File: src/ig_pkg.sv
`default_nettype none

package ig_pkg;

    // --------------------
    // widths
    // --------------------
    localparam int PIXEL_W = 8;
    localparam int GRAD_W  = 10;
    localparam int ADDR_W  = 16;

    // one grayscale sample
    typedef logic [PIXEL_W-1:0] pixel_t;

    // signed forward difference
    typedef logic signed [GRAD_W-1:0] grad_t;

    // address into either memory
    typedef logic [ADDR_W-1:0] addr_t;

    // gx in the upper half, gy in the lower half
    typedef logic [2*GRAD_W-1:0] grad_word_t;

    // --------------------
    // stream beats
    // --------------------
    typedef struct packed {
        pixel_t pix;
        addr_t  addr;
        logic   last_col;
        logic   first_row;
        logic   last;
    } pixel_beat_t;

    typedef struct packed {
        grad_word_t word;
        addr_t      addr;
        logic       last;
    } grad_beat_t;

endpackage

`default_nettype wire

File: src/image_reader.sv
`timescale 1ns/10ps
`default_nettype none

module image_reader #(
    parameter int IMG_W = 256,
    parameter int IMG_H = 256
) (
    input  wire               clk,
    input  wire               reset,
    output logic              img_rd,
    output ig_pkg::addr_t     img_addr,
    input  wire ig_pkg::pixel_t img_di,
    output logic              pix_valid,
    output ig_pkg::pixel_beat_t pix_beat
);
    import ig_pkg::*;

    localparam int COL_W = (IMG_W > 1) ? $clog2(IMG_W) : 1;
    localparam int ROW_W = (IMG_H > 1) ? $clog2(IMG_H) : 1;

    typedef enum logic {
        ST_READING,
        ST_FINISHED
    } state_t;

    state_t           state;
    logic [COL_W-1:0] col;
    logic [ROW_W-1:0] row;
    addr_t            next_addr;
    logic             at_last_col;
    logic             at_last_row;

    // flags of the address currently on img_addr
    logic             iss_last_col;
    logic             iss_first_row;
    logic             iss_last;

    // tags waiting for img_di
    logic             tag_valid;
    addr_t            tag_addr;
    logic             tag_last_col;
    logic             tag_first_row;
    logic             tag_last;

    assign at_last_col = (col == COL_W'(IMG_W - 1));
    assign at_last_row = (row == ROW_W'(IMG_H - 1));

    // --------------------
    // raster address generation
    // --------------------
    always_ff @(posedge clk) begin
        if (reset) begin
            state     <= ST_READING;
            col       <= '0;
            row       <= '0;
            next_addr <= '0;
            img_rd    <= 1'b0;
            tag_valid <= 1'b0;
        end else begin
            img_rd    <= 1'b0;
            tag_valid <= img_rd;
            case (state)
                ST_READING: begin
                    img_rd    <= 1'b1;
                    next_addr <= next_addr + 1'b1;
                    if (at_last_col) begin
                        col <= '0;
                        row <= row + 1'b1;
                        if (at_last_row) begin
                            state <= ST_FINISHED;
                        end
                    end else begin
                        col <= col + 1'b1;
                    end
                end
                default: begin
                    // image fully issued, stay idle until reset
                end
            endcase
        end
    end

    // address and position flags, then a copy one cycle later
    always_ff @(posedge clk) begin
        img_addr      <= next_addr;
        iss_last_col  <= at_last_col;
        iss_first_row <= (row == '0);
        iss_last      <= at_last_col & at_last_row;

        tag_addr      <= img_addr;
        tag_last_col  <= iss_last_col;
        tag_first_row <= iss_first_row;
        tag_last      <= iss_last;
    end

    // pixel joins its tags as the memory returns it
    assign pix_valid = tag_valid;
    assign pix_beat  = '{
        pix:       img_di,
        addr:      tag_addr,
        last_col:  tag_last_col,
        first_row: tag_first_row,
        last:      tag_last
    };

endmodule

`default_nettype wire

File: src/gradient_core.sv
`timescale 1ns/10ps
`default_nettype none

module gradient_core #(
    parameter int IMG_W = 256
) (
    input  wire                      clk,
    input  wire                      reset,
    input  wire                      pix_valid,
    input  wire ig_pkg::pixel_beat_t pix_beat,
    output logic                     grad_valid,
    output ig_pkg::grad_beat_t       grad_beat
);
    import ig_pkg::*;

    localparam int COL_W = (IMG_W > 1) ? $clog2(IMG_W) : 1;

    // --------------------
    // line buffer
    // --------------------
    // entry c holds p(r-1, c) until the pixel of (r, c) replaces it
    pixel_t line_buf [IMG_W];

    logic [COL_W-1:0] col;
    logic [COL_W-1:0] rd_idx;

    // p(r-1, c), fetched on the previous beat
    pixel_t ahead;
    // p(r-1, c+1), read straight from the buffer
    pixel_t upper_right;

    grad_t gx;
    grad_t gy;
    logic  emit;

    grad_word_t word_q;
    addr_t      addr_q;

    // at the row end wrap to entry 0, which already holds
    // the first pixel of the row now finishing
    assign rd_idx      = pix_beat.last_col ? '0 : col + 1'b1;
    assign upper_right = line_buf[rd_idx];

    // --------------------
    // forward differences
    // --------------------
    // 8-bit operands widened to 10 bits, the result spans -255..255
    assign gx = grad_t'({2'b00, upper_right}) - grad_t'({2'b00, ahead});
    assign gy = grad_t'({2'b00, pix_beat.pix}) - grad_t'({2'b00, ahead});

    // no upper row on row 0, no right neighbour in the last column
    assign emit = pix_valid & ~pix_beat.first_row & ~pix_beat.last_col;

    // column pointer and output strobe
    always_ff @(posedge clk) begin
        if (reset) begin
            col        <= '0;
            grad_valid <= 1'b0;
        end else begin
            grad_valid <= emit;
            if (pix_valid) begin
                if (pix_beat.last_col) begin
                    col <= '0;
                end else begin
                    col <= col + 1'b1;
                end
            end
        end
    end

    // buffer update and look-ahead fetch
    always_ff @(posedge clk) begin
        if (pix_valid) begin
            line_buf[col] <= pix_beat.pix;
            ahead         <= upper_right;
        end
    end

    // result register, gradient belongs to the pixel one row up
    always_ff @(posedge clk) begin
        if (emit) begin
            word_q <= {gx, gy};
            addr_q <= pix_beat.addr - addr_t'(IMG_W);
        end
    end

    // pixels stream one per cycle, so the final pixel beat sits at the
    // input exactly while the final gradient is on the output
    assign grad_beat = '{
        word: word_q,
        addr: addr_q,
        last: pix_valid & pix_beat.last
    };

endmodule

`default_nettype wire

File: src/grad_writer.sv
`timescale 1ns/10ps
`default_nettype none

module grad_writer (
    input  wire                     clk,
    input  wire                     reset,
    input  wire                     grad_valid,
    input  wire ig_pkg::grad_beat_t grad_beat,
    output logic                    grad_wr,
    output ig_pkg::addr_t           grad_addr,
    output ig_pkg::grad_word_t      grad_do,
    output logic                    done
);
    import ig_pkg::*;

    // high together with the final write
    logic last_wr;

    // --------------------
    // write strobe and completion
    // --------------------
    always_ff @(posedge clk) begin
        if (reset) begin
            grad_wr <= 1'b0;
            last_wr <= 1'b0;
            done    <= 1'b0;
        end else begin
            grad_wr <= grad_valid;
            last_wr <= grad_valid & grad_beat.last;
            // sticky until the next reset
            if (last_wr) begin
                done <= 1'b1;
            end
        end
    end

    // --------------------
    // write port payload
    // --------------------
    always_ff @(posedge clk) begin
        if (grad_valid) begin
            grad_addr <= grad_beat.addr;
            grad_do   <= grad_beat.word;
        end
    end

endmodule

`default_nettype wire

File: src/image_gradient.sv
`timescale 1ns/10ps
`default_nettype none

module image_gradient #(
    parameter int IMG_W = 256,
    parameter int IMG_H = 256
) (
    input  wire                 clk,
    input  wire                 reset,

    // image memory, read only
    output logic                img_rd,
    output ig_pkg::addr_t       img_addr,
    input  wire ig_pkg::pixel_t img_di,

    // gradient memory, write only
    output logic                grad_wr,
    output ig_pkg::addr_t       grad_addr,
    output ig_pkg::grad_word_t  grad_do,

    output logic                done
);
    import ig_pkg::*;

    logic        pix_valid;
    pixel_beat_t pix_beat;
    logic        grad_valid;
    grad_beat_t  grad_beat;

    // --------------------
    // read side
    // --------------------
    image_reader #(
        .IMG_W (IMG_W),
        .IMG_H (IMG_H)
    ) u_reader (
        .clk       (clk),
        .reset     (reset),
        .img_rd    (img_rd),
        .img_addr  (img_addr),
        .img_di    (img_di),
        .pix_valid (pix_valid),
        .pix_beat  (pix_beat)
    );

    // --------------------
    // line buffer and differences
    // --------------------
    gradient_core #(
        .IMG_W (IMG_W)
    ) u_core (
        .clk        (clk),
        .reset      (reset),
        .pix_valid  (pix_valid),
        .pix_beat   (pix_beat),
        .grad_valid (grad_valid),
        .grad_beat  (grad_beat)
    );

    // write side
    grad_writer u_writer (
        .clk        (clk),
        .reset      (reset),
        .grad_valid (grad_valid),
        .grad_beat  (grad_beat),
        .grad_wr    (grad_wr),
        .grad_addr  (grad_addr),
        .grad_do    (grad_do),
        .done       (done)
    );

endmodule

`default_nettype wire

File: config.mk
export PLATFORM = sky130hd
export DESIGN_NAME = image_gradient
export DESIGN_NICKNAME = d
export VERILOG_FILES = /design/src/ig_pkg.sv /design/src/image_reader.sv /design/src/gradient_core.sv /design/src/grad_writer.sv /design/src/image_gradient.sv
export SDC_FILE = /design/constraint.sdc
export NUM_CORES = 2
export LEC_CHECK = 0
export BUFFER_PORTS_ARGS = -buffer_cell sky130_fd_sc_hd__buf_2
export CAP_MARGIN = 20
export CORE_MARGIN = 2
export CORE_UTILIZATION = 29
export CTS_CLUSTER_SIZE = 30
export DETAILED_ROUTE_END_ITERATION = 7
export HOLD_SLACK_MARGIN = 0.06
export PLACE_DENSITY = 0.5
export SYNTH_ARGS = -nofsm -noshare
export SYNTH_HDL_FRONTEND = slang
export SYNTH_HIERARCHICAL = 1
export SYNTH_SLANG_ARGS = --single-unit
export TNS_END_PERCENT = 100
File: constraint.sdc
create_clock -name clk -period 5.8 [get_ports clk]
set_clock_uncertainty 0.1 [all_clocks]
set_input_delay 0.29 -clock clk [delete_from_list [all_inputs] [get_ports clk]]
set_output_delay 0.29 -clock clk [all_outputs]
set_load 0.03 [all_outputs]
After elaboration in Yosys (flattened, before gate mapping)
Memory sizes are Yosys's and may differ from the RTL's.
Cells that the tools add are included.
{"block": "totals", "ff_bits": 165, "latchBits": 0, "ram_bits": 2048, "rom_bits": 0, "input_bits": 10, "out_inout_bits": 55, "elab_cells": 52, "memories": 1}
{"block": "classes", "add_sub_neg": 7, "multipliers": 0, "div": 0, "order_cmp": 0, "n_eq_ne": 2, "shift": 0, "mux": 8, "bitwise": 8, "n_reduce_logical": 2}
{"name": "u_core.line_buf", "words": 256, "width": 8, "rd": 1, "rd_ports_with_merged_regs": 0, "wr": 1, "line": "gradient_core.sv:22", "text": "pixel_t line_buf [IMG_W];"}
{"op": "$add A8 B1 Y8 const B", "n": 3}
{"op": "$sub A8 B8 Y9", "n": 2}
{"op": "$add A16 B1 Y16 const B", "n": 1}
{"op": "$eq A8 B8 Y1 const B", "n": 2}
{"op": "$mux W8", "n": 2}
{"op": "$sub A16 B9 Y16 const B", "n": 1}
{"op": "$logic_not A8 Y1", "n": 1}
{"op": "$mux W1", "n": 6}
{"op": "$and A1 B1 Y1", "n": 5}
{"op": "$not A1 Y1", "n": 3}
{"op": "$reduce_and A2 Y1", "n": 1}

Longest topological paths before layout
{"block": "logic_depth", "depth_word": 4, "ltp_mapped": 26, "ltp_nobuf": 19}

By module
Netlist, hierarchy kept.
{"mod": "gradient_core", "instances": 1, "cells_per_inst": 5419, "area_each_um2": 84138.2, "seq_area_each_um2": 62940.4}
{"mod": "image_reader", "instances": 1, "cells_per_inst": 246, "area_each_um2": 2590.0, "seq_area_each_um2": 1461.4}
{"mod": "grad_writer", "instances": 1, "cells_per_inst": 42, "area_each_um2": 1169.9, "seq_area_each_um2": 1141.1}

Worst setup path before layout
No wires, ideal clock.
{"block": "synth_path", "kind": "reg-to-reg", "startpoint": "register u_core.col[0]", "endpoint": "register u_core.word_q[18], data pin", "setup_time_ns": 0.257, "arrival_time_ns": 4.838, "required_ns": 5.443, "setup_slack_ns": 0.604, "stages_incl_launch_ff": 25, "n_path_buf": 7, "synth_period_minus_slack_ns": 5.196, "path_cell_list": "dfxtp_1 > buf_4 > clkinv_1 > buf_2 > clkbuf_1 > buf_2 > clkbuf_1 > ha_1 > clkinv_1 > nor2_2 > buf_2 > clkbuf_1 > a21oi_1 > or3_1 > a311oi_2 > a31oi_1 > ha_1 > fa_1 > nor2b_1 > o21ai_0 > nand2b_1 > a21o_1 > a21o_1 > a21o_1 > a21oi_1"}
{"block": "synth_between", "elab_chain_cells": 4}
{"item": "from (decl)", "line": "gradient_core.sv:24", "text": "logic [COL_W-1:0] col;"}
{"item": "from (signal assigned)", "line": "gradient_core.sv:65", "text": "col <= col + 1'b1;"}
{"item": "$add A8 B1 Y8", "line": "gradient_core.sv:41", "text": "assign rd_idx = pix_beat.last_col ? '0 : col + 1'b1;"}
{"item": "$mux W8", "line": "gradient_core.sv:41"}
{"item": "$mem_v2 Z256 W8"}
{"item": "$sub A8 B8 Y9", "line": "gradient_core.sv:48", "text": "assign gx = grad_t'({2'b00, upper_right}) - grad_t'({2'b00, ahead});"}
{"item": "via u_core.gx[8]", "line": "gradient_core.sv:32", "text": "grad_t gx;"}
{"item": "to (signal assigned)", "line": "gradient_core.sv:82", "text": "word_q <= {gx, gy};"}
{"item": "to (decl)", "line": "gradient_core.sv:36", "text": "grad_word_t word_q;"}
The timed path passes the listed nets, and every way through them passes these cells.
A chain may end at the register's enable or synchronous reset.

Worst setup path in the final report
{"block": "layout_path", "startpoint": "register u_core.col[1]", "endpoint": "register u_core.word_q[18], data pin"}
{"block": "layout_between", "elab_chain_cells": 4}
{"item": "$add A8 B1 Y8", "line": "gradient_core.sv:41"}
{"item": "$mux W8", "line": "gradient_core.sv:41"}
{"item": "$mem_v2 Z256 W8"}
{"item": "via u_core.upper_right[2]", "line": "gradient_core.sv:30", "text": "pixel_t upper_right;"}
{"item": "$sub A8 B8 Y9", "line": "gradient_core.sv:48"}
{"item": "via u_core.gx[8]", "line": "gradient_core.sv:32"}
The timed path passes the listed nets, and every way through them passes these cells.

==> impl_metrics.yaml <==
run_status:
  status: "complete, no violations"
worst_setup_path:
  startpoint: "u_core/col[1]"
  cp-end-kind: "register"
  critPathTopFamily: "compound AO/OA/AOI/OAI gates"
  cp_max_fo: 26
  cp-start-kind: "register"
  crit_top_cell: "buf_4"
  crit_path_max_incr_delay_ns: 0.44
  cp.arrival_ns: 6.29
  path_class: "register to register"
  r2r_start: "u_core/col[1]"
  crit_slowest_cell: "dfxtp_1"
  cp_num_buf_inv: 7
  path_cells: "ha_2, buf_4, xor2_4, buf_12, buf_4, nand4_1, o211a_1, o2bb2ai_1, buf_4, a221oi_1, a221oi_1, buf_4, o22ai_1, buf_4, and3_1, ha_1, nor2b_1, o21ai_1, buf_4, nand2b_1, a21o_1, a21o_1, a21o_1, a21oi_1"
  cp.required_ns: 6.45
floorplan:
  die_w_um: 555
  core_mm2: 0.302
  start_util_pct: 29.1
  die_h_um: 555
  die_area_mm2: 0.308
  rows: 202
  ios: 65
sta:
  finalSetupViolCount: 0
  period_share_pct: 97.4
  rsz0062_at_grt: "no"
  period_needed_ns: 5.65
  tightest_slew_ns: 1.13
  setup_ws_ns: 0.153
  maxSlewHeadroom_pct: 24.4
  hold_viol_final: 0
  drv_slew: 0
  fmax_ghz: 0.177
cells_and_area:
  num-nets-final: 6030
  nFillCells: 28950
  final_layout_size_suffix_gt1_share_pct: 16.7
  final_cells: 10160
  syn_to_final_growth_pct: 16.7
global_route:
  overflow: 0
  antenna_found_initial: 8
  grt_first_pass_wirelength_mm: 405
  track_usage_pct: 18.1
  grt_max_degree: 166
  grt_pass1_vias: 53445
cts:
  path_clk_slew_ns: 0.07
  cts_root_buf: "clkbuf_16"
  clock_path_buffers: 3
  insertion_delay_ns: 0.92
  cts_tree: "built"
  cts.sinks: 2211
  htree_levels: 4
  cts_buffers: 224
yosys:
  ys_seq_area_share_pct: 74.6
  synth_edf_count: 2126
  synth-seq-cells: 2211
  postSynthAreaPerCell_um2: 15.4
  syn_inst: 5707
  ys.flop_type: "edfxtp_1"
  syn_area_mm2: 0.0879
  synth_warnings: 6
  synth_top_cell_area_share_pct: 72.6
  synth.top_cells.by_count: "edfxtp_1, nand2_1, nor2_1, nand3_1, buf_2"
  ys_types: 95
  yosysMostFrequentCell: "edfxtp_1"
  synth_fp_nets: 5744
  synthTopCellsByArea: "edfxtp_1, nand2_1, mux4_2, dfxtp_1, a221oi_1"
  async_flop_share_pct: 0
  synth_top_area_cell: "edfxtp_1"
placed_design:
  place_ws_ns: -0.333
  io_buffers: 64
  hpwl_mm: 183
  dp.cells: 9727
  place_congestion: 0.882
run:
  maxCapViolations: 0
min_path:
  min-delay-start: "u_reader/iss_first_row"
  hold_class: "register to register"
route:
  vias_per_cell: 5.37
  post_drt_wl_per_cell_um: 28.1
  vias: 54538
  first_pass_iters: 7
  drcViolationCount: 0
  ant_nets: 0
  drt-initial-drc-count: 6562
  drt_wl_total_mm: 285
power_and_ir_drop:
  peakVddDrop_mv: 0.287
  power_density_mw_per_mm2: 326
  finalPower_uw: 33400
  p_leak_uw: 0.0325
-- area by class of cell --
class | count | area (um2) | share of cell area [%]
Antenna cell | 5 | 12.5 | 0.0122
Clock buffer | 287 | 5950 | 5.80
Clock inverter | 123 | 1200 | 1.17
Inverter | 32 | 129 | 0.126
Multi-Input combinational cell | 3038 | 20300 | 19.8
Sequential cell | 2211 | 65600 | 63.9
Tap cell | 3978 | 4980 | 4.85
Timing Repair Buffer | 486 | 4430 | 4.32
-- sequential cells by signal, indices dropped and copies added, names as in the netlist, 16 cells and up --
| register | cells |
|---|---|
| u_core/line_buf | 2048 |
| u_writer/grad_do | 20 |
| u_core/word_q | 18 |
| u_core/addr_q | 16 |
| u_reader/img_addr | 16 |
| u_reader/next_addr | 16 |
| u_reader/tag_addr | 16 |
| u_writer/grad_addr | 16 |
-- where the power goes --
group	internal [uW]	total, uW	switching [uW]
registers	17500	17500	17.6
clock network	7800	14100	6280
logic	538	1810	1270
-- worst paths after layout --
path / end / slack, ns / depth (start not counted)
max: u_core/word_q[18] / 0.15 / 24
min: u_reader/tag_first_row / 0.23 / 0
max reg2reg: u_core/word_q[18] / 0.15 / 24
min reg2reg: u_reader/tag_first_row / 0.23 / 0
-- cells in the final DEF, fill, tap and decap left out, types with 14 or more instances in the layout --
| master | netlist | final |
|---|---|---|
| o211ai_1 | 46 | 46 |
| a22o_1 | 14 | 14 |
| a31oi_1 | 83 | 83 |
| o21ai_0 | 128 | 125 |
| clkbuf_1 | 133 | 52 |
| a221oi_1 | 192 | 192 |
| mux2i_1 | 93 | 92 |
| and3_1 | 67 | 67 |
| mux2_2 | 64 | 64 |
| a22oi_1 | 118 | 118 |
| clkinv_2 | 0 | 42 |
| buf_12 | 0 | 64 |
| a311oi_1 | 49 | 48 |
| nor3_1 | 85 | 82 |
| inv_1 | 29 | 29 |
| buf_4 | 52 | 343 |
| and2_1 | 16 | 16 |
| a221o_1 | 16 | 16 |
| ha_1 | 25 | 24 |
| a2111oi_0 | 31 | 31 |
| a21oi_1 | 133 | 131 |
| clkbuf_16 | 0 | 225 |
| buf_2 | 207 | 56 |
| xor2_1 | 17 | 16 |
| o221ai_1 | 17 | 17 |
| a211oi_1 | 102 | 102 |
| nand3_1 | 253 | 241 |
| nor4_1 | 26 | 26 |
| dfxtp_1 | 85 | 81 |
| o31ai_1 | 19 | 19 |
| nand2_1 | 689 | 687 |
| nor2_1 | 352 | 347 |
| nor2b_1 | 73 | 73 |
| mux4_2 | 114 | 114 |
| clkinv_1 | 2 | 51 |
| nand4_1 | 28 | 28 |
| edfxtp_1 | 2126 | 2126 |
-- metrics by stage --
step           util (%)  hold slack [ns]  setup TNS, ns  cell area (um2)
4_1_cts            33.9            0.187              0           102000
2_1_floorplan         -            0.210              0            87900
3_5_place_dp       31.5            0.212         -0.822            95200
6_report           33.9            0.225              0           103000
5_1_grt            33.9            0.203              0           103000
3_3_place_gp       31.5            0.216         -0.703            95100
-- per-layer routing --
layer | track usage (%) | part of all wire [%]
met5 | 0 | 0.016
met4 | 5.89 | 3.3
met3 | 3.46 | 7.9
met2 | 28.3 | 46
met1 | 25.3 | 43
-- cell families (layout without fill, tap and decap cells) --
| group | Yosys count | in the layout | share of synthesized area (%) |
|---|---|---|---|
| buf+inv | 459 | 928 | 2.58 |
| compound gates | 1054 | 1054 | 8.75 |
| xor+xnor | 27 | 27 | 0.320 |
| fa+ha+maj | 27 | 27 | 0.401 |
| simple gates | 1651 | 1652 | 8.44 |
| flops | 2211 | 2211 | 74.6 |
| mux | 278 | 278 | 4.94 |
| other cells | 0 | 5 | 0 |
-- timing repair --
action / CTS / global route
buffers inserted: 0 / 7
gates resized for setup: 6 / 8
hold endpoints to repair: 569 / 0
pin swaps: 1 / 4
hold buffers: 9 / 0
gates cloned: 1 / 0
endpoints found under the setup margin: 5 / 3
Power figures use the tool's default switching activity.
